<file path="config.mk">
export PLATFORM = sky130hd
export DESIGN_NAME = rank_sorter
export DESIGN_NICKNAME = d
export VERILOG_FILES = /design/src/verilog/median_pkg.sv /design/src/verilog/rank_sorter.sv /design/src/verilog/rank_cell.sv
export SDC_FILE = /design/constraint.sdc
export NUM_CORES = 2
export LEC_CHECK = 0
export BUFFER_PORTS_ARGS = -buffer_cell sky130_fd_sc_hd__buf_2
export CAP_MARGIN = 20
export CORE_UTILIZATION = 35
export DETAILED_ROUTE_END_ITERATION = 16
export HOLD_SLACK_MARGIN = 0.02
export SLEW_MARGIN = 20
export SYNTH_ARGS = -nofsm -noshare
export SYNTH_HDL_FRONTEND = slang
export SYNTH_HIERARCHICAL = 1
export SYNTH_SLANG_ARGS = --single-unit
</file>
<file path="constraint.sdc">
create_clock -name CLK -period 2.93 [get_ports CLK]
set_input_delay 0.293 -clock CLK [delete_from_list [all_inputs] [get_ports CLK]]
set_output_delay 0.293 -clock CLK [all_outputs]
set_load 0.05 [all_outputs]
</file>
<file path="src/verilog/median_pkg.sv">
/*
  median filter package
  frame geometry, pixel and address types, sorter command and scan state
*/
`default_nettype none

package median_pkg;

  // frame geometry
  localparam int IMG_W     = 16;
  localparam int IMG_H     = 16;
  localparam int FRAME_PIX = IMG_W * IMG_H;

  // window geometry
  localparam int WIN      = 7;
  localparam int WIN_R    = 3;
  localparam int WIN_AREA = WIN * WIN;
  localparam int MED_RANK = WIN_AREA / 2;

  // empty slot value, also the delete value while filling
  localparam logic [7:0] PIX_MAX = 8'hff;

  typedef logic [7:0] pixel_t;

  // row in the high nibble, column in the low nibble
  typedef logic [7:0] addr_t;

  // signed so window positions left of or above the frame stay negative
  typedef logic signed [5:0] coord_t;

  typedef enum logic [1:0] {
    SORT_IDLE,
    SORT_CLEAR,
    SORT_UPDATE
  } sort_op_t;

  typedef struct packed {
    sort_op_t op;
    pixel_t   ins;
    pixel_t   del;
  } sort_cmd_t;

  typedef struct packed {
    addr_t ins_addr;
    addr_t del_addr;
  } rd_req_t;

  typedef enum logic [2:0] {
    ST_LOAD,
    ST_FILL,
    ST_SLIDE,
    ST_SETTLE,
    ST_EMIT
  } scan_state_t;

endpackage

`default_nettype wire
</file>
<file path="src/verilog/rank_sorter.sv">
/*
  rank sorter
  chain of rank cells holding the window in sorted order,
  decodes the sorter command and taps the middle cell as the median
*/
`default_nettype none

module rank_sorter import median_pkg::*; (
  input  logic      CLK,
  input  logic      RST,
  input  sort_cmd_t sort_cmd,
  output pixel_t    median
);

  logic   chain_clear;
  pixel_t chain_ins;
  pixel_t chain_del;

  // slot i lives at chain[i+1], both ends are fixed bounds
  pixel_t chain [0:WIN_AREA+1];

  always_comb begin
    chain_clear = 1'b0;
    chain_ins   = PIX_MAX;
    chain_del   = PIX_MAX;
    case (sort_cmd.op)
      SORT_CLEAR: begin
        chain_clear = 1'b1;
      end
      SORT_UPDATE: begin
        chain_ins = sort_cmd.ins;
        chain_del = sort_cmd.del;
      end
      default: begin
        // equal pair, nothing moves
        chain_clear = 1'b0;
      end
    endcase
  end

  assign chain[0]          = '0;
  assign chain[WIN_AREA+1] = PIX_MAX;

  for (genvar i = 0; i < WIN_AREA; i++) begin : g_cell
    rank_cell u_rank_cell (
      .CLK   (CLK),
      .RST   (RST),
      .clear (chain_clear),
      .ins   (chain_ins),
      .del   (chain_del),
      .prev  (chain[i]),
      .next  (chain[i+2]),
      .value (chain[i+1])
    );

    if (i > 0) begin : g_order
      // neighbouring slots never cross
      a_sorted: assert property (@(posedge CLK) disable iff (RST)
        chain[i] <= chain[i+1]);
    end
  end

  assign median = chain[MED_RANK+1];

endmodule

`default_nettype wire

</file>
<file path="src/verilog/rank_cell.sv">
/*
  rank cell
  one slot of the sorted window, shifts on an insert/delete pair
*/
`default_nettype none

module rank_cell import median_pkg::*; (
  input  logic   CLK,
  input  logic   RST,
  input  logic   clear,
  input  pixel_t ins,
  input  pixel_t del,
  input  pixel_t prev,
  input  pixel_t next,
  output pixel_t value
);

  pixel_t value_nxt;

  always_comb begin
    value_nxt = value;
    if (ins < del) begin
      // new value lands below, slots in (ins, del] move up one
      if (value > ins && value <= del) begin
        value_nxt = (prev > ins) ? prev : ins;
      end
    end else if (ins > del) begin
      // mirrored, slots in [del, ins) move down one
      if (value < ins && value >= del) begin
        value_nxt = (next < ins) ? next : ins;
      end
    end
  end

  always_ff @(posedge CLK or posedge RST) begin
    if (RST) begin
      value <= PIX_MAX;
    end else if (clear) begin
      value <= PIX_MAX;
    end else begin
      value <= value_nxt;
    end
  end

  // decoder must park the pair on a clear
  a_clear_no_update: assert property (@(posedge CLK) disable iff (RST)
    clear |-> (ins == del));

endmodule

`default_nettype wire

</file>
**Word level (Yosys, flattened, before mapping)**

Cells that the tools add are included.

- Eq/ne operators: 51
- Order comparisons: 200
- Multiplexer cells: 346
- Reduce and logical (&&, ||, !) cells: 197

Operators by type and width:

| operator | count |
|---|---|
| 8-bit two-way mux | 345 |
| 8-bit greater-than comparator | 50 |
| 8-bit < comparator | 50 |
| 8-bit greater-or-equal comparator | 49 |
| 8-bit less-or-equal comparator | 49 |
| 3-bit nonzero test | 50 |
| 3-bit AND reduction | 49 |
| 3-bit by 2-bit inequality test with 1-bit output (second input constant) | 48 |
| 1-bit logical AND | 98 |
| 1-bit by 8-bit greater-than comparator with 1-bit output (first input constant) | 1 |
| 8-bit < comparator (first input constant) | 1 |
| 3-bit inequality test (second input constant) | 1 |
| 2-bit by 1-bit == test with 1-bit output (second input constant) | 1 |
| 2-bit == test (second input constant) | 1 |
| 1-bit two-way mux | 1 |

- Register bits after elaboration: 392
- Output and inout bits: 8

**Depth between registers and ports, before layout**

- Depth after elaboration: 8
- Depth in mapped cells: 12

**Hierarchy**

Netlist, hierarchy kept.

Modules (own cells, without submodules):

| module | seq. area each (µm²) | cells an instance | area each (µm²) | times used |
|---|---|---|---|---|
| rank_cell (g_cell[0].u_rank_cell ...) | 210.2 | 171 | 1,600.3 | 47 |
| rank_cell (g_cell[9].u_rank_cell) | 210.2 | 168 | 1,564.0 | 1 |
| rank_cell (g_cell[36].u_rank_cell) | 210.2 | 168 | 1,461.4 | 1 |
| rank_sorter | 0.0 | 21 | 172.7 | 1 |

**Least setup slack after synthesis**

OpenSTA, ideal clock, no wires.

- Path kind: input port to flip-flop
- Start point: input sort_cmd[17] (netlist bit)
- End point: register g_cell[36].u_rank_cell.value[0]
- Stages on the path: 10
- Arrival: 7.307 ns
- Setup slack: -4.452 ns
- Cells stage by stage: buf_6 or3b_1 ha_1 nor2b_1 o211ai_1 a21oi_1 o31ai_1 nand2_1 a32o_1 mux2i_1

- Cells in the longest elaborated chain, start to end: 8
- Elaborated cells between the ends (all ways): 26
- Those cells by class: order compare: 8; eq/ne: 3; mux: 10; reduce/logical: 5

RTL lines:

| what | RTL line | RTL |
|---|---|---|
| start: declaration | rank_sorter.sv:11 | `input sort_cmd_t sort_cmd,` |
| 2-bit == test (*) | rank_sorter.sv:26 | `case (sort_cmd.op)` |
| 8-bit two-way mux (*) | rank_sorter.sv:26 |  |
| via chain_ins[0] | rank_sorter.sv:16 | `pixel_t chain_ins;` |
| 8-bit < comparator | rank_cell.sv:30 | `value_nxt = (next < ins) ? next : ins;` |
| 8-bit two-way mux | rank_cell.sv:30 |  |
| 8-bit two-way mux | rank_cell.sv:29 | `if (value < ins && value >= del) begin` |
| 8-bit two-way mux | rank_cell.sv:27 | `end else if (ins > del) begin` |
| 8-bit two-way mux | rank_cell.sv:22 | `if (ins < del) begin` |
| 8-bit two-way mux | rank_cell.sv:38 | `end else if (clear) begin` |
| end signal: assignment | rank_cell.sv:41 | `value <= value_nxt;` |
| end: declaration | rank_cell.sv:15 | `output pixel_t value` |

The timed path passes the listed nets; every way through them passes the cells marked *. The select of a mux whose other input is x is not followed.
A chain may end at the register's enable or synchronous reset.

**Worst setup path in the final report**

- Start point: input sort_cmd[16] (netlist bit)
- End point: register g_cell[30].u_rank_cell.value[2]

- Cells in the longest elaborated chain, start to end: 8
- Elaborated cells between the ends (all ways): 26
- Those cells by class: order compare: 8; eq/ne: 3; mux: 10; reduce/logical: 5

RTL lines:

| what | RTL line |
|---|---|
| 2-bit == test (*) | rank_sorter.sv:26 |
| 8-bit two-way mux (*) | rank_sorter.sv:26 |
| via chain_ins[5] | rank_sorter.sv:16 |
| 8-bit < comparator | rank_cell.sv:30 |
| 8-bit two-way mux | rank_cell.sv:30 |
| 8-bit two-way mux | rank_cell.sv:29 |
| 8-bit two-way mux | rank_cell.sv:27 |
| 8-bit two-way mux | rank_cell.sv:22 |
| 8-bit two-way mux | rank_cell.sv:38 |
| end signal: assignment | rank_cell.sv:41 |
| end: declaration | rank_cell.sv:15 |

Marked as above.

==> summary.md <==
| Metric | Value |
|---|---|
| Number of max-cap violations | `0` |
| Pwr dens | `766 mW/mm^2` |
| Synth Area in Compound Gates | `23.3%` |
| Tcrit/Tclk final | `98.5%` |
| Leakage | `49.5 nW` |
| Nets@finish | `11605` |
| Most used DFF post-synth | `dfstp_2` |
| # hold bufs at CTS | `0` |
| Core area | `0.223 mm^2` |
| Mux contribution to synthesized area | `12.7%` |
| GPL Wtd Cong | `0.888` |
| Synth Warn # | `6` |
| CTS max path bufs | `3` |
| Crit. End Element | `flop` |
| Worst R2R Setup Slack | `150 ps` |
| Max reg flops | `392` |
| Starting Density | `35.2%` |
| Setup repair after global routing missed its margin | `no` |
| Clk pin slew, worst setup/hold paths | `60 ps` |
| TritonCTS Buffers | `56` |
| Synth Instances | `8394` |
| Final setup skew | `29.8 ps` |
| R2R Path Start | `g_cell[1].u_rank_cell/value[5]$_DFFE_PP1P_` |
| Max H-tree Level | `2` |
| Worst Hold Class | `input port to async pin` |
| CTS tree | `done` |
| Status | `finished clean` |
| Row count | `173` |
| Clock latency on the worst-skew pair | `730 ps` |
| First-pass GRT wire length | `428 mm` |
| Sink Count | `392` |
| Setup TNS | `0 ps` |
| Critical path type | `input port to flop` |
| Routed Wire Length | `272 mm` |
| Setup crit start | `sort_cmd[16]` |
| Final HPWL DP | `200 mm` |
| Number of global-route vias before repair | `77455` |
| Netlist cell types | `61` |
| Synth cell count leaders | `1911 x ha_1, 981 x inv_1, 440 x a21oi_1` |
| Post-synth top area cell | `ha_1` |
| Layout fillers | `21639` |
| Ys async rst share | `100%` |
| Port bufs | `27` |
| Synth Area in Adders | `30.5%` |
| Final setup violation count | `0` |
| Reg with most FFs | `g_cell.u_rank_cell/value` |
| Starting DRC count in detailed routing | `4513` |
| Sw Ratio | `43.8%` |
| Comb pwr share | `70.8%` |
| All-layer global routing usage | `23.5%` |
| PnR worst setup slack | `44.2 ps` |
| Total gr overflow | `0` |
| CP required | `3560 ps` |
| Finished Core Util | `43.1%` |
| Final ANT Viol Nets | `0` |
| Syn-to-layout area delta | `22.4%` |
| Die Ht | `475 um` |
| Worst vdd rail ir drop | `623 uV` |
| Share of layout cells above drive strength 1 | `31.3%` |
| R2R depth | `8` |
| Worst Max-Slew Pin Slew | `874 ps` |
| Clock network power share | `10.7%` |
| Vias | `73957` |
| Final Hold Viols | `0` |
| 1st-pass router iterations | `6` |
| EDFF count, synth | `0` |
| Via/cell ratio | `5.83` |
| WL/cell | `21.4 um` |
| Fmax | `0.347 GHz` |
| # IOs | `28` |
| P_sw | `32.2 mW` |
| Seq pwr share | `18.5%` |
| Post-Synth Simple-Gate Area | `13.5%` |
| CP max FO | `42` |
| Setup WS pre-CTS | `-712 ps` |
| CP startpoint kind | `input port` |
| Largest family of logic cells by synthesized area | `adder cells` |
| Post-layout min period | `2890 ps` |
| Synth Cell Area | `0.0784 mm^2` |
| Largest net degree at the start of global routing | `55` |
| Internal Power | `41.3 mW` |
| Average size of a mapped cell | `9.34 um^2` |
| R2R Path End | `g_cell[2].u_rank_cell/value[0]$_DFFE_PP1P_` |
| WP data arrival | `3510 ps` |
| Chip Width | `475 um` |
| Power consumption | `73.5 mW` |
| Antenna violations before repair | `0` |
| Die area | `0.226 mm^2` |
| Slew HR | `41.8%` |
| Yosys top cell area share | `30.5%` |
| Residual DRC | `0` |
| Seq/Total Area, Yosys | `13.1%` |
| Post-synthesis register bit count | `392` |
| Final Max Tran Viols | `0` |
| Regs by FF count | `g_cell.u_rank_cell/value: 392 flops` |
| XOR/XNOR Fraction of Synth Area | `0%` |
| Top cells by area, synth | `ha_1 30%, dfstp_2 13%, mux2_4 6.3%, mux2_2 5.5%, inv_1 4.7%` |
| Top-count cell post-synth | `ha_1` |
| Clk root buf | `clkbuf_16` |
[layer usage]
metal  vias to the layer above  wire length [um]  global-route usage (%)
met1                     36442            122000                    30.6
li1                      34921                 -                       -
met3                       571             12700                    2.30
met2                      2023            128000                    40.2
met4                         0              8740                    7.92
met5                         -                 0                       0
[worst max path at each step]
stage          cells past startpoint                                          end  slack [ps]
6_report                          12  g_cell[30].u_rank_cell/value[2]$_DFFE_PP1P_          40
2_1_floorplan                      8  g_cell[10].u_rank_cell/value[6]$_DFFE_PP1P_       -1130
3_3_place_gp                      15  g_cell[36].u_rank_cell/value[1]$_DFFE_PP1P_        -660
3_5_place_dp                      14  g_cell[26].u_rank_cell/value[1]$_DFFE_PP1P_        -710
4_1_cts                           15  g_cell[36].u_rank_cell/value[7]$_DFFE_PP1P_          60
5_1_grt                           12  g_cell[38].u_rank_cell/value[2]$_DFFE_PP1P_           2
[per-stage QoR]
stage	std cells	hold WS [ps]	cell area (um^2)
2_1_floorplan	8423	336	78800
3_3_place_gp	12587	573	93800
3_5_place_dp	12587	581	93800
4_1_cts	12689	107	95900
5_1_grt	12693	151	96000
6_report	12695	155	96000
[cell type report]
| type | count | area, um^2 | share of cell area [%] |
|---|---|---|---|
| multi-input cells | 6763 | 63200 | 65.9 |
| repair buffers | 1480 | 13000 | 13.6 |
| clock inverters | 29 | 448 | 0.467 |
| well taps | 2975 | 3720 | 3.88 |
| inverters | 981 | 3680 | 3.84 |
| diodes | 2 | 5.00 | 0.00521 |
| clock buffers | 73 | 1610 | 1.67 |
| flip-flops and latches | 392 | 10300 | 10.7 |
[cell usage in the layout, fill, tap and decap left out, types with 148 or more instances in the layout]
cell type / instances
o21a_1: 426
o32a_1: 329
o21ai_0: 206
mux2_2: 378
buf_12: 157
and3_1: 191
mux2_4: 342
ha_1: 1911
inv_1: 981
nor3b_1: 329
nor2_1: 195
a211oi_1: 148
nand4_1: 245
buf_4: 1297
dfstp_2: 392
nand2_1: 161
a21oi_1: 439
[power groups by stage]
stage / Clock (mW) / Sequential [mW] / Combinational [mW]
after floorplan: 0 / 10.5 / 37.4
after global placement: 0 / 13.6 / 49.1
after detailed placement: 0 / 13.6 / 51.1
after CTS: 8.05 / 13.6 / 51.4
after global routing: 8.20 / 13.8 / 56.7
final: 7.87 / 13.6 / 52.0
[critical path, cell delays in order]
cell and delay [ps]:
buf_2 140, buf_4 160, or3b_4 450, buf_12 230, inv_1 210, ha_1 280
a211o_1 260, a21oi_1 210, a21o_1 500, nor3b_1 140, o32a_1 310, mux2_4 250
[logic make-up (layout without fill, tap and decap cells)]
| logic type | after synthesis | count (layout) |
|---|---|---|
| AOI/OAI and AO/OA | 2296 | 2296 |
| adders and majority gates | 1911 | 1911 |
| and+or+nand+nor | 1741 | 1741 |
| buffers and inverters | 1268 | 2563 |
| muxes | 784 | 784 |
| DFF | 392 | 392 |
| other | 2 | 33 |
[what timing repair did]
item | 4_1_cts | 5_1_grt
gates resized for setup | 0 | 6
endpoints found under the setup margin | 0 | 166
setup buffers | 0 | 4
Power figures use the tool's default switching activity.
