`src/verilog/median_pkg.sv`:
```
/*
  median filter package
  frame geometry, pixel and address types, sorter command and scan state
*/
`default_nettype none

package median_pkg;

  // frame geometry
  localparam int IMG_W     = 16;
  localparam int IMG_H     = 16;
  localparam int FRAME_PIX = IMG_W * IMG_H;

  // window geometry
  localparam int WIN      = 7;
  localparam int WIN_R    = 3;
  localparam int WIN_AREA = WIN * WIN;
  localparam int MED_RANK = WIN_AREA / 2;

  // empty slot value, also the delete value while filling
  localparam logic [7:0] PIX_MAX = 8'hff;

  typedef logic [7:0] pixel_t;

  // row in the high nibble, column in the low nibble
  typedef logic [7:0] addr_t;

  // signed so window positions left of or above the frame stay negative
  typedef logic signed [5:0] coord_t;

  typedef enum logic [1:0] {
    SORT_IDLE,
    SORT_CLEAR,
    SORT_UPDATE
  } sort_op_t;

  typedef struct packed {
    sort_op_t op;
    pixel_t   ins;
    pixel_t   del;
  } sort_cmd_t;

  typedef struct packed {
    addr_t ins_addr;
    addr_t del_addr;
  } rd_req_t;

  typedef enum logic [2:0] {
    ST_LOAD,
    ST_FILL,
    ST_SLIDE,
    ST_SETTLE,
    ST_EMIT
  } scan_state_t;

endpackage

`default_nettype wire
```
`src/verilog/window_scanner.sv`:
```
/*
  window scanner
  loads a frame, walks the output pixels in raster order and feeds the
  sorter one insert/delete pair per read, then hands out each median
*/
`default_nettype none

module window_scanner import median_pkg::*; (
  input  logic      CLK,
  input  logic      RST,
  input  logic      in_valid,
  output logic      in_ready,
  input  pixel_t    in_data,
  output logic      out_valid,
  input  logic      out_ready,
  output pixel_t    out_data,
  output logic      wr_en,
  output addr_t     wr_addr,
  output pixel_t    wr_data,
  output rd_req_t   rd_req,
  input  pixel_t    ins_q,
  input  pixel_t    del_q,
  output sort_cmd_t sort_cmd,
  input  pixel_t    median
);

  scan_state_t state;
  addr_t       load_cnt;
  addr_t       out_pos;
  logic [5:0]  step_cnt;
  logic [2:0]  off_r;
  logic [2:0]  off_c;

  coord_t pos_y;
  coord_t pos_x;
  coord_t ins_y;
  coord_t ins_x;
  coord_t del_x;
  logic   ins_in;
  logic   del_in;

  logic fill_rd;
  logic rd_act;
  logic load_last;
  logic settle_done;
  logic emit_take;

  // read side flags, one cycle behind to meet the returned data
  logic upd_pend;
  logic upd_fill;
  logic ins_in_d;
  logic del_in_d;

  // input side
  assign in_ready  = (state == ST_LOAD);
  assign wr_en     = in_valid && in_ready;
  assign wr_addr   = load_cnt;
  assign wr_data   = in_data;
  assign load_last = wr_en && (load_cnt == addr_t'(FRAME_PIX - 1));

  // output side
  assign out_valid = (state == ST_EMIT);
  assign emit_take = out_valid && out_ready;

  assign fill_rd     = (state == ST_FILL) && (step_cnt != '0);
  assign rd_act      = fill_rd || (state == ST_SLIDE);
  assign settle_done = (state == ST_SETTLE) && (step_cnt == 6'd1);

  // window coordinates around the current output pixel
  assign pos_y = coord_t'({2'b00, out_pos[7:4]});
  assign pos_x = coord_t'({2'b00, out_pos[3:0]});
  assign ins_y = pos_y + coord_t'({3'b000, off_r}) - coord_t'(WIN_R);

  // slide brings in the right column, fill walks the whole window
  assign ins_x = (state == ST_SLIDE) ? pos_x + coord_t'(WIN_R) :
                 pos_x + coord_t'({3'b000, off_c}) - coord_t'(WIN_R);
  assign del_x = pos_x - coord_t'(WIN_R + 1);

  assign ins_in = (ins_y >= 0) && (ins_y < IMG_H) && (ins_x >= 0) && (ins_x < IMG_W);
  assign del_in = (ins_y >= 0) && (ins_y < IMG_H) && (del_x >= 0);

  always_comb begin
    rd_req.ins_addr = {ins_y[3:0], ins_x[3:0]};
    rd_req.del_addr = {ins_y[3:0], del_x[3:0]};
  end

  always_ff @(posedge CLK or posedge RST) begin
    if (RST) begin
      upd_pend <= 1'b0;
      upd_fill <= 1'b0;
      ins_in_d <= 1'b0;
      del_in_d <= 1'b0;
    end else begin
      upd_pend <= rd_act;
      upd_fill <= (state == ST_FILL);
      ins_in_d <= ins_in;
      del_in_d <= del_in;
    end
  end

  // sorter command, out of frame pixels count as zero
  always_comb begin
    sort_cmd.op  = SORT_IDLE;
    sort_cmd.ins = PIX_MAX;
    sort_cmd.del = PIX_MAX;
    if ((state == ST_FILL) && (step_cnt == '0)) begin
      sort_cmd.op = SORT_CLEAR;
    end else if (upd_pend) begin
      sort_cmd.op  = SORT_UPDATE;
      sort_cmd.ins = ins_in_d ? ins_q : '0;
      if (!upd_fill) begin
        sort_cmd.del = del_in_d ? del_q : '0;
      end
    end
  end

  always_ff @(posedge CLK or posedge RST) begin
    if (RST) begin
      state    <= ST_LOAD;
      load_cnt <= '0;
      out_pos  <= '0;
      step_cnt <= '0;
      off_r    <= '0;
      off_c    <= '0;
    end else begin
      case (state)
        ST_LOAD: begin
          if (wr_en) begin
            load_cnt <= load_cnt + 1'b1;
          end
          if (load_last) begin
            state    <= ST_FILL;
            step_cnt <= '0;
          end
        end
        ST_FILL: begin
          // step 0 clears, steps 1..49 read the window
          step_cnt <= step_cnt + 1'b1;
          if (fill_rd) begin
            if (off_c == 3'(WIN - 1)) begin
              off_c <= '0;
              off_r <= off_r + 1'b1;
            end else begin
              off_c <= off_c + 1'b1;
            end
          end
          if (step_cnt == 6'(WIN_AREA)) begin
            state    <= ST_SETTLE;
            step_cnt <= '0;
          end
        end
        ST_SLIDE: begin
          step_cnt <= step_cnt + 1'b1;
          off_r    <= off_r + 1'b1;
          if (step_cnt == 6'(WIN - 1)) begin
            state    <= ST_SETTLE;
            step_cnt <= '0;
          end
        end
        ST_SETTLE: begin
          // last update lands, then one cycle for the median
          step_cnt <= step_cnt + 1'b1;
          if (settle_done) begin
            state <= ST_EMIT;
          end
        end
        ST_EMIT: begin
          if (emit_take) begin
            out_pos  <= out_pos + 1'b1;
            step_cnt <= '0;
            off_r    <= '0;
            off_c    <= '0;
            if (out_pos == addr_t'(FRAME_PIX - 1)) begin
              state <= ST_LOAD;
            end else if (out_pos[3:0] == 4'(IMG_W - 1)) begin
              state <= ST_FILL;
            end else begin
              state <= ST_SLIDE;
            end
          end
        end
        default: begin
          state <= ST_LOAD;
        end
      endcase
    end
  end

  always_ff @(posedge CLK) begin
    if (settle_done) begin
      out_data <= median;
    end
  end

  // held median must survive a stall
  a_out_stable: assert property (@(posedge CLK) disable iff (RST)
    (out_valid && !out_ready) |=> (out_valid && $stable(out_data)));

endmodule

`default_nettype wire

```
`config.mk`:
```
export PLATFORM = sky130hd
export DESIGN_NAME = window_scanner
export DESIGN_NICKNAME = d
export VERILOG_FILES = /design/src/verilog/median_pkg.sv /design/src/verilog/window_scanner.sv
export SDC_FILE = /design/constraint.sdc
export NUM_CORES = 1
export LEC_CHECK = 0
export ABC_AREA = 1
export BUFFER_PORTS_ARGS = -buffer_cell sky130_fd_sc_hd__buf_2
export CORE_MARGIN = 2
export CORE_UTILIZATION = 40
export DETAILED_ROUTE_END_ITERATION = 7
export PLACE_DENSITY = 0.66
export SLEW_MARGIN = 20
export SYNTH_ARGS = -nofsm -noshare
export SYNTH_HDL_FRONTEND = slang
export SYNTH_SLANG_ARGS = --single-unit
```
`constraint.sdc`:
```
create_clock -name CLK -period 2.18 [get_ports CLK]
set_input_delay 0.218 -clock CLK [delete_from_list [all_inputs] [get_ports CLK]]
set_output_delay 0.218 -clock CLK [all_outputs]
set_load 0.05 [all_outputs]
```
**Word-level counts from Yosys, hierarchy flattened**

Cells that the tools add are included.

- Add/subtract/negate cells: 11
- $lt $le $gt $ge: 5
- Equal/unequal tests: 18
- Mux-type cells: 27
- Reduce and logical (&&, ||, !) cells: 23

Operators with widths:

| operator | number |
|---|---|
| 2-to-1 mux 3 bit | 10 |
| 2-to-1 mux 6 bit | 5 |
| one-hot mux 6 bit (5 select lines) | 1 |
| 2-to-1 mux 8 bit | 3 |
| 2-to-1 mux 18 bit | 1 |
| adder 8 x 1 -> 8 bit (second input constant) | 2 |
| == test 8 bit (second input constant) | 2 |
| 2-to-1 mux 16 bit | 1 |
| one-hot mux 3 bit (5 select lines) | 1 |
| >= comparator 6 x 1 -> 1 bit (second input constant) | 2 |
| less-than comparator 6 bit (second input constant) | 2 |
| subtractor 5 x 2 -> 6 bit (second input constant) | 2 |
| adder 4 x 3 -> 5 bit | 2 |
| logical AND 1 bit | 10 |
| inequality test 2 x 1 -> 1 bit (second input constant) | 5 |
| one-hot mux 3 bit (3 select lines) | 1 |
| adder 3 x 1 -> 3 bit (second input constant) | 2 |
| adder 6 x 1 -> 6 bit (second input constant) | 1 |
| == test 3 x 2 -> 1 bit (second input constant) | 2 |
| == test 3 bit (second input constant) | 2 |
| == test 6 x 1 -> 1 bit (second input constant) | 1 |
| == test 6 x 3 -> 1 bit (second input constant) | 1 |
| == test 6 bit (second input constant) | 1 |
| zero test 6 bit | 1 |
| other kinds (18) | 23 |

- Bits in registers: 43
- Input port bits: 36
- Output and inout port bits: 61
- Word-level logic and storage cells: 95

**Logic depth before layout (Yosys ltp)**

Gate-level depths: netlist of the first run.

- Word-level depth: 6
- Depth in mapped cells: 12
- Depth with buffers taken out: 12

**Worst setup path before layout of the first run**

No wires, ideal clock.

- Kind: reg-to-output
- Start point: reg out_pos[5]
- End point: out rd_req[15] in the netlist's numbering
- Arrival time: 2.446 ns
- Data required time: 1.962 ns
- Path slack: -0.484 ns
- Stages on the path, launching flop included: 6
- Buffers on the path: 1
- Cell sequence: dfrtp_1 -> ha_1 -> ha_1 -> fa_1 -> xor2_1 -> buf_4

RTL lines:

| item | line | text |
|---|---|---|
| start: declaration | window_scanner.sv:29 | `addr_t out_pos;` |
| start signal: assignment | window_scanner.sv:169 | `out_pos <= out_pos + 1'b1;` |
| end: declaration | window_scanner.sv:20 | `output rd_req_t rd_req,` |

==> results of run 1 <==
-- flip-flops by register name, summed over array words and instances (netlist names) --
name	count
upd_fill	1
out_data	8
del_in_d	1
off_c	3
step_cnt	6
upd_pend	1
ins_in_d	1
wr_addr	8
state	3
out_pos	8
off_r	3
-- worst min-delay path by stage --
stage               from                endpoint  slack [ns]  cells after the start
6_report             RST  wr_addr[2]$_DFFE_PP0P_        0.01                      3
5_1_grt              RST  wr_addr[3]$_DFFE_PP0P_        0.07                      3
4_1_cts              RST  wr_addr[3]$_DFFE_PP0P_        0.02                      3
3_5_place_dp         RST  wr_addr[3]$_DFFE_PP0P_        0.35                      3
3_3_place_gp         RST  wr_addr[3]$_DFFE_PP0P_        0.35                      3
2_1_floorplan  median[0]   out_data[0]$_DFFE_PP_        0.32                      0
-- Yosys cell counts (3+ instances only) --
library cell	instances	area (sq um)
nand4_1	5	31.28
inv_2	4	15.01
nand2_1	101	379.1
nand2_2	6	37.54
nand3_1	16	80.08
buf_4	15	112.6
inv_1	47	176.4
edfxtp_1	8	240.2
o21ai_0	15	75.07
ha_1	25	312.8
nand2_4	3	33.78
xor2_1	13	113.9
o21ai_1	8	40.04
xnor2_1	6	52.55
nor3_1	3	15.01
nor2_2	6	37.54
dfrtp_1	35	875.8
nor2_1	20	75.07
-- area by class of cell --
cell class / count / area, sq um / share of cell area (%)
flip-flops and latches: 43 / 1119 / 30.21
well taps: 99 / 123.9 / 3.346
inverters: 52 / 197.7 / 5.340
multi-input cells: 245 / 1573 / 42.48
repair buffers: 100 / 583.1 / 15.75
clock buffers: 7 / 76.32 / 2.062
clock inverters: 1 / 30.03 / 0.8111
-- layout by cell type, fill, tap and decap left out, drive strengths merged --
cell type and count:
a22oi 1, a21oi 3, o22ai 1, edfxtp 8, fa 2, dfrtp 35
inv 52, nand3 18, or2 1, nand2 110, buf 100, nor3 7
o21ai 24, ha 25, nand4 5, nand3b 2, xnor2 6, clkbuf 7
bufinv 1, xor2 13, nor2 27
-- logic make-up after synthesis --
family	after synthesis	share of synthesized area [%]
AO/OA/AOI/OAI	29	5.527
XOR/XNOR	19	5.698
adder cells (fa/ha/maj)	27	12.08
buffers and inverters	70	11.27
flip-flops	43	38.22
AND/OR/NAND/NOR	170	27.21
-- per-stage QoR --
stage / util [%] / cell area, sq um / TNS, ns
after CTS: 50.57 / 3628 / -0.07333
after global routing: 51.60 / 3702 / -0.1260
after global placement: 47.59 / 3415 / 0
final: 51.60 / 3702 / -0.02895
after floorplan: - / 2969 / -0.1142
after detailed placement: 47.59 / 3415 / 0
-- critical path: cells and delay by family (launching register included) --
kind	cells	cell delay, ns
AO/OA/AOI/OAI	1	0.15
XOR/XNOR	1	0.16
adder cells (fa/ha/maj)	3	0.78
buffers and inverters	1	0.18
flip-flops	1	0.44
-- metal layers --
layer  GRT usage [%]  routed length [microns]
met5               0                        0
met4           3.392                       57
met3           2.862                      247
met2           27.61                     3129
met1           20.39                     2805
-- what timing repair did --
item                                    in CTS  in global routing
resized for setup                           18                 10
endpoints found under the setup margin       6                 14
setup buffers                                5                  8
gates cloned                                 0                  0
pin swaps                                    8                  3
hold endpoints to repair                     0                  0
==> results.txt, run 1 <==
Status - finished, violations left
Failing checks - setup timing
Row cnt - 31
CTS tree - yes
Period minus WS final - 2.209 ns
Crit path top cell by count - ha_4
Cell chain of the critical path - ha_4, ha_4, fa_2, xnor2_2, o22ai_4, buf_6
Reg-to-Reg Start - out_pos[6]$_DFFE_PP0P_
Fill cell count - 666
Placed Cells - 526
RSZ-0062 raised after global routing - yes
Port Buf Inserts - 80
Setup ws final - -0.02895 ns
Cts bufs inserted - 5
Pre-CTS setup slack - 0.06189 ns
DR iter-0 viols - 117
Worst hold path class - in -> async
YS warnings - 0
Antenna cell count - 0
Initial core utilization - 40.70%
Type of destination of the critical path - output pin
H-tree depth - 2
Hold Slack - 0.01089 ns
Drt wl/cell - 11.41 microns
Slew Viols, Final - 0
Area of the core - 7176 sq um
Worst clock skew - 0.009326 ns
Routed Antenna Nets - 0
Syn nets - 421
Max clock buf depth - 2
Die ar. - 8000 sq um
Reg2Reg Depth - 11
Register area share after synthesis - 38.22%
Share of cells above drive strength 1 - 34.60%
Slowest cell delay on critical path - 0.44 ns
Post-DR vias/cell - 4.603
Global Route Usage Sum - 15.78%
Synthesized flop and latch total - 43
Mean Syn Cell Area - 8.157 sq um
Layout area overhead - 26.78%
GR Overflow Total - 0
Number of library cell types mapped by synthesis - 33
Max cap viols - 0
Reg2reg end - ins_in_d$_DFF_PP0_
Synth async-reset ratio - 81.40%
Finished Layout Cells - 547
Dpl hpwl - 4.792 mm
Worst-margin pin slew - 0.4455 ns
Clock root buffer - clkbuf_8
Setup crit end - rd_req[11]
Final period util - 101.3%
Synth Instances - 358
Critical path data required time - 1.96 ns
Nets - 510
Largest net degree at the start of global routing - 36
Final Hold Fails - 0
Clock slew at reported path FFs - 0.08 ns
Slowest library cell on the worst path - dfrtp_1
Vias - 2518
TritonRoute pass-1 iters - 4
Worst setup path class - reg -> out
Sink Count - 43
Setup-failing EPs final - 1
Routed WL - 6.240 mm
Die height - 89.45 microns
Hold Buf Count CTS - 0
Fmax - 452.7 MHz
EDFF count, synth - 8
DRC viols - 0
Rel. slew slack - 70.30%
CP startpoint kind - flip-flop
Launch point of the worst path - off_c[1]$_DFFE_PP0P_
Syn Std Cell Area - 2920 sq um
GP Congestion - 0.8274
Number of global-route vias before repair - 2205
Die width - 89.45 microns
Top_reg_cell synth - dfrtp_1
Reg2reg setup slack - 0.31 ns
Initial antenna violation count - 0
Global-route wire length before repair - 9.867 mm
# IOs - 97
Clock Latency Late Sink - 0.29 ns
Worst-path maximum fanout - 4
Crit path DAT - 1.99 ns
Power of run 1 is left out: the tool's default activity adds up to more than one toggle a clock period on the data nets, which glitch-free logic cannot reach.
==> run 2, diff against run 1 <==
--- a/config.mk
+++ b/config.mk
@@ -11,6 +11,7 @@
 export CORE_UTILIZATION = 40
 export DETAILED_ROUTE_END_ITERATION = 7
 export PLACE_DENSITY = 0.66
+export REMOVE_ABC_BUFFERS = 1
 export SLEW_MARGIN = 20
 export SYNTH_ARGS = -nofsm -noshare
 export SYNTH_HDL_FRONTEND = slang
==> run 2 against run 1 <==
Against the previous run:
- the flow still finishes with violations (setup timing)
- non-clock buffer count fell by 3
- global-route usage rose by 0.35 points
- critical path depth unchanged
- sequential share of layout area hardly changed
- design area down 0.10%
- die area did not move
- first-iteration DRC count decreased by 35%
- cell count is 0.55% lower
- core utilization is 0.052 points lower
- flip-flop and latch count did not move
- wire length rose by 3.0%
- largest cell class unchanged
==> results.txt, run 2 (synthesized netlist as in run 1, its figures left out) <==
Max cap viols - 0 (unchanged)
Pre-CTS setup slack - 0.09281 ns (was 0.06189 ns)
Post-DR vias/cell - 4.651 (was 4.603)
Type of destination of the critical path - output pin (unchanged)
Clock Latency Late Sink - 0.30 ns (was 0.29 ns)
RSZ-0062 raised after global routing - yes (unchanged)
Nets - 507 (was 510)
DRC viols - 0 (unchanged)
Dpl hpwl - 4.902 mm (was 4.792 mm)
Global Route Usage Sum - 16.13% (was 15.78%)
Worst-path maximum fanout - 2 (was 4)
Area of the core - 7176 sq um (unchanged)
Crit path DAT - 2.00 ns (was 1.99 ns)
Die ar. - 8000 sq um (unchanged)
Vias - 2530 (was 2518)
Global-route wire length before repair - 10.07 mm (was 9.867 mm)
Crit path top cell by count - ha_4 (unchanged)
Worst-margin pin slew - 0.4617 ns (was 0.4455 ns)
Fmax - 450.3 MHz (was 452.7 MHz)
Commonest non-fill, non-tap cell in the layout - nand2_1 (unchanged)
Drt wl/cell - 11.81 microns (was 11.41 microns)
Worst hold path class - in -> async (unchanged)
Routed WL - 6.425 mm (was 6.240 mm)
Setup ws final - -0.04083 ns (was -0.02895 ns)
Port Buf Inserts - 80 (unchanged)
Number of global-route vias before repair - 2345 (was 2205)
Fill cell count - 672 (was 666)
Final Hold Fails - 0 (unchanged)
Row cnt - 31 (unchanged)
Setup TNS - -0.04083 ns (was -0.02895 ns)
TritonRoute pass-1 iters - 4 (unchanged)
Share of cells above drive strength 1 - 33.93% (was 34.60%)
Max clock buf depth - 2 (unchanged)
Max Used Layer - met4 (unchanged)
Met1 WL - 2.955 mm (was 2.805 mm)
Clock slew at reported path FFs - 0.08 ns (about the same)
GR Overflow Total - 0 (unchanged)
Failing checks - setup timing (unchanged)
# IOs - 97 (unchanged)
Worst clock skew - 0.007543 ns (was 0.009326 ns)
H-tree depth - 2 (unchanged)
Cell chain of the critical path - ha_4, ha_4, fa_2, xnor2_1, o22ai_1, buf_4 (was ha_4, ha_4, fa_2, xnor2_2, o22ai_4, buf_6)
Layout area overhead - 26.65% (was 26.78%)
Initial core utilization - 40.70% (unchanged)
WL met3 - 357 microns (was 247 microns)
Most frequent cells in the layout - 100 x nand2_1, 74 x buf_2, 42 x inv_1 (was 100 x nand2_1, 73 x buf_2, 42 x inv_1)
Period minus WS final - 2.221 ns (was 2.209 ns)
Slew Viols, Final - 0 (unchanged)
Final period util - 101.9% (was 101.3%)
Die height - 89.45 microns (unchanged)
Slowest library cell on the worst path - dfrtp_1 (unchanged)
Die width - 89.45 microns (unchanged)
DR iter-0 viols - 76 (was 117)
CP startpoint kind - flip-flop (unchanged)
Rel. slew slack - 69.22% (was 70.30%)
Routed Antenna Nets - 0 (unchanged)
GP Congestion - 0.8693 (was 0.8274)
Status - finished, violations left (unchanged)
CP bufs+invs - 1 (unchanged)
Met2 WL post-DR - 3.049 mm (was 3.129 mm)
Worst setup path class - reg -> out (unchanged)
CTS tree - yes (unchanged)
Setup-failing EPs final - 1 (unchanged)
Clock root buffer - clkbuf_8 (unchanged)
Antenna cell count - 0 (unchanged)
CP top delay family - adder cells (unchanged)
Cts bufs inserted - 5 (unchanged)
Initial antenna violation count - 0 (unchanged)
Slowest cell delay on critical path - 0.42 ns (was 0.44 ns)
Hold Buf Count CTS - 0 (unchanged)
Largest net degree at the start of global routing - 36 (unchanged)
Critical path data required time - 1.96 ns (about the same)
Sink Count - 43 (unchanged)
-- run 2: per-stage QoR --
step / std cells / hold WS [ns] / instance area, sq um / utilization, %
5_1_grt: 544 / 0.05178 / 3699 / 51.54
4_1_cts: 538 / 0.02551 / 3580 / 49.89
3_3_place_gp: 526 / 0.3438 / 3366 / 46.91
3_5_place_dp: 526 / 0.3562 / 3366 / 46.91
6_report: 544 / 0.01074 / 3699 / 51.54
2_1_floorplan: 340 / 0.3169 / 2789 / -
-- run 2: cell type report --
type | count | area, sq um | area share, %
clock buffer | 6 | 72.57 | 1.962
clock inverter | 2 | 60.06 | 1.624
inverter | 52 | 197.7 | 5.345
multi-input combinational | 245 | 1573 | 42.52
sequential | 43 | 1117 | 30.21
tap | 99 | 123.9 | 3.349
timing repair buffer | 97 | 554.3 | 14.99
-- run 2: final timing paths --
path | to | slack, ns | depth (start not counted) | startpoint
max reg2reg | ins_in_d$_DFF_PP0_ | 0.31 | 11 | out_pos[6]$_DFFE_PP0P_
min | wr_addr[6]$_DFFE_PP0P_ | 0.01 | 3 | RST
max in group asynchronous | step_cnt[0]$_DFFE_PP0P_ | 1.81 | 3 | RST
min in group CLK | out_data[5]$_DFFE_PP_ | 0.09 | 1 | median[5]
min reg2reg | wr_addr[5]$_DFFE_PP0P_ | 0.50 | 1 | wr_addr[5]$_DFFE_PP0P_
max | rd_req[11] | -0.04 | 6 | out_pos[1]$_DFFE_PP0P_
-- run 2: per-layer routing --
layer	vias up	track usage, %
li1	1280	-
met5	-	0
met1	1158	19.40
met4	0	4.206
met3	7	3.416
met2	85	29.16
-- run 2: timing repair --
item                       in CTS  in global routing
buffers inserted                4                  6
pin swaps                       7                  5
setup endpoints to repair       6                 20
gates cloned                    0                  0
gates resized for setup        16                 16
-- run 2: worst reg2reg max path, stage by stage (launching register included) --
cell and delay (ns):
dfrtp_1 0.41, inv_1 0.09, ha_1 0.21, inv_1 0.07
ha_1 0.34, a21oi_1 0.20, nand2_1 0.08, nand2_1 0.06
nand3_1 0.10, nor2_1 0.10, nand2_1 0.08, inv_1 0.07
Power of run 2 is left out for the same reason.
==> run 3, diff against run 2 <==
--- a/config.mk
+++ b/config.mk
@@ -8,9 +8,9 @@
 export ABC_AREA = 1
 export BUFFER_PORTS_ARGS = -buffer_cell sky130_fd_sc_hd__buf_2
 export CORE_MARGIN = 2
-export CORE_UTILIZATION = 40
+export CORE_UTILIZATION = 51
 export DETAILED_ROUTE_END_ITERATION = 7
-export PLACE_DENSITY = 0.66
+export PLACE_DENSITY = 0.81
 export REMOVE_ABC_BUFFERS = 1
 export SLEW_MARGIN = 20
 export SYNTH_ARGS = -nofsm -noshare
==> run 3 against run 2 <==
Against the previous run:
- the run still ends with setup timing left
- core utilization increased by 16 points
- wire length increased by 1.3%
- flip-flop and latch count unchanged
- critical endpoint unchanged
- design area unchanged
- setup slack got worse by 0.059 ns
- die area decreased by 21%
- global-route usage increased by 4.9 points
- largest cell class unchanged
- cell count decreased by 3.9%
- clock skew decreased by 0.0044 ns
==> results.txt, run 3 (synthesized netlist as in run 1, its figures left out) <==
# IOs - 97 (unchanged)
Clock Latency Late Sink - 0.30 ns (about the same)
Final period util - 104.6% (was 101.9%)
Failing checks - setup timing (unchanged)
GR Overflow Total - 0 (unchanged)
Setup TNS - -0.1230 ns (was -0.04083 ns)
CP top delay family - adder cells (unchanged)
Die width - 79.67 microns (was 89.45 microns)
Dpl hpwl - 4.813 mm (was 4.902 mm)
Slowest cell delay on critical path - 0.42 ns (about the same)
Crit path DAT - 2.06 ns (was 2.00 ns)
Initial antenna violation count - 0 (unchanged)
Setup-failing EPs final - 2 (was 1)
H-tree depth - 2 (unchanged)
Row cnt - 27 (was 31)
Rel. slew slack - 70.55% (was 69.22%)
Worst-path maximum fanout - 2 (unchanged)
Critical path data required time - 1.96 ns (about the same)
Global Route Usage Sum - 21.02% (was 16.13%)
Largest net degree at the start of global routing - 36 (unchanged)
Die ar. - 6347 sq um (was 8000 sq um)
DR iter-0 viols - 156 (was 76)
CTS tree - yes (unchanged)
Fill cell count - 441 (was 672)
Worst setup path class - reg -> out (unchanged)
Vias - 2598 (was 2530)
Slew Viols, Final - 0 (unchanged)
Drt wl/cell - 12.44 microns (was 11.81 microns)
Clock root buffer - clkbuf_8 (unchanged)
Nets - 513 (was 507)
Initial core utilization - 53.03% (was 40.70%)
Number of global-route vias before repair - 2473 (was 2345)
Util after Layout - 67.17% (was 51.54%)
Sink Count - 43 (unchanged)
Final Hold Fails - 0 (unchanged)
Area of the core - 5507 sq um (was 7176 sq um)
GP Congestion - 0.9060 (was 0.8693)
Max clock buf depth - 2 (unchanged)
Post-DR vias/cell - 4.967 (was 4.651)
Max cap viols - 0 (unchanged)
Port Buf Inserts - 80 (unchanged)
Cts bufs inserted - 5 (unchanged)
Slowest library cell on the worst path - dfrtp_1 (unchanged)
DRC viols - 0 (unchanged)
Cell chain of the critical path - ha_4, ha_4, fa_2, xnor2_1, o22ai_1, buf_4 (unchanged)
Most frequent cells in the layout - 100 x nand2_1, 65 x buf_2, 43 x inv_1 (was 100 x nand2_1, 74 x buf_2, 42 x inv_1)
CP startpoint kind - flip-flop (unchanged)
Status - finished, violations left (unchanged)
Worst clock skew - 0.003188 ns (was 0.007543 ns)
Share of cells above drive strength 1 - 35.25% (was 33.93%)
Antenna cell count - 0 (unchanged)
Period minus WS final - 2.280 ns (was 2.221 ns)
Routed WL - 6.508 mm (was 6.425 mm)
Pre-CTS setup slack - 0.08597 ns (was 0.09281 ns)
Layout area overhead - 26.65% (unchanged)
Worst hold path class - in -> async (unchanged)
CP bufs+invs - 1 (unchanged)
Die height - 79.67 microns (was 89.45 microns)
Clock slew at reported path FFs - 0.09 ns (was 0.08 ns)
Global-route wire length before repair - 10.62 mm (was 10.07 mm)
RSZ-0062 raised after global routing - yes (unchanged)
Worst-margin pin slew - 0.4418 ns (was 0.4617 ns)
Crit path top cell by count - ha_4 (unchanged)
Fmax - 438.6 MHz (was 450.3 MHz)
Type of destination of the critical path - output pin (unchanged)
Setup ws final - -0.1002 ns (was -0.04083 ns)
Routed Antenna Nets - 0 (unchanged)
TritonRoute pass-1 iters - 4 (unchanged)
Commonest non-fill, non-tap cell in the layout - nand2_1 (unchanged)
run 3: cell count changes in the layout (fill, tap and decap cells not counted), sizes merged:
cell,delta
inv,+1
clkinvlp,+2
clkbuf,+7
bufinv,-2
buf,-2
run 3: cell type report:
| cell class | instances | area, sq um | share of cell area [%] |
|---|---|---|---|
| Timing Repair Buffer | 103 | 621.8 | 16.81 |
| Clock buffer | 5 | 68.82 | 1.861 |
| Multi-Input combinational cell | 245 | 1578 | 42.66 |
| Sequential cell | 43 | 1119 | 30.24 |
| Tap cell | 72 | 90.09 | 2.436 |
| Clock inverter | 3 | 23.77 | 0.6428 |
| Inverter | 52 | 197.7 | 5.345 |
run 3: layer usage:
| layer | vias up | part of all wire [%] | track usage [%] |
|---|---|---|---|
| met5 | - | 0 | 0 |
| met4 | 0 | 1.2 | 7.759 |
| met3 | 10 | 5.1 | 4.751 |
| met2 | 80 | 51 | 36.05 |
| met1 | 1214 | 42 | 25.75 |
| li1 | 1294 | - | - |
run 3: final timing paths:
path                                            to  cells past startpoint              startpoint  slack (ns)
max in group asynchronous  step_cnt[0]$_DFFE_PP0P_                      3                     RST        1.84
min                         wr_addr[7]$_DFFE_PP0P_                      3                     RST       0.004
max                                     rd_req[11]                      6  out_pos[1]$_DFFE_PP0P_       -0.10
min reg2reg                 wr_addr[5]$_DFFE_PP0P_                      1  wr_addr[5]$_DFFE_PP0P_        0.50
max reg2reg                     ins_in_d$_DFF_PP0_                     11  out_pos[6]$_DFFE_PP0P_        0.35
min in group CLK             out_data[7]$_DFFE_PP_                      1               median[7]        0.09
run 3: worst min-delay path: cells and delay by family:
| kind | cells | cell delay (ns) |
|---|---|---|
| buffers and inverters | 3 | 0.52 |
run 3: what timing repair did:
action	in CTS	in global routing
endpoints found under the setup margin	7	23
pin swaps	6	6
setup buffers	6	9
resized for setup	19	24
endpoints found under the hold margin	0	0
hold buffers	0	0
run 3: per-stage QoR:
stage	instances	hold slack (ns)	cell area [sq um]
finish	523	0.003639	3699
floorplan	340	0.3169	2789
global placement	500	0.3373	3339
detailed placement	500	0.3421	3339
global route	523	0.04054	3699
CTS	514	0.02132	3550
Power of run 3 is left out for the same reason.
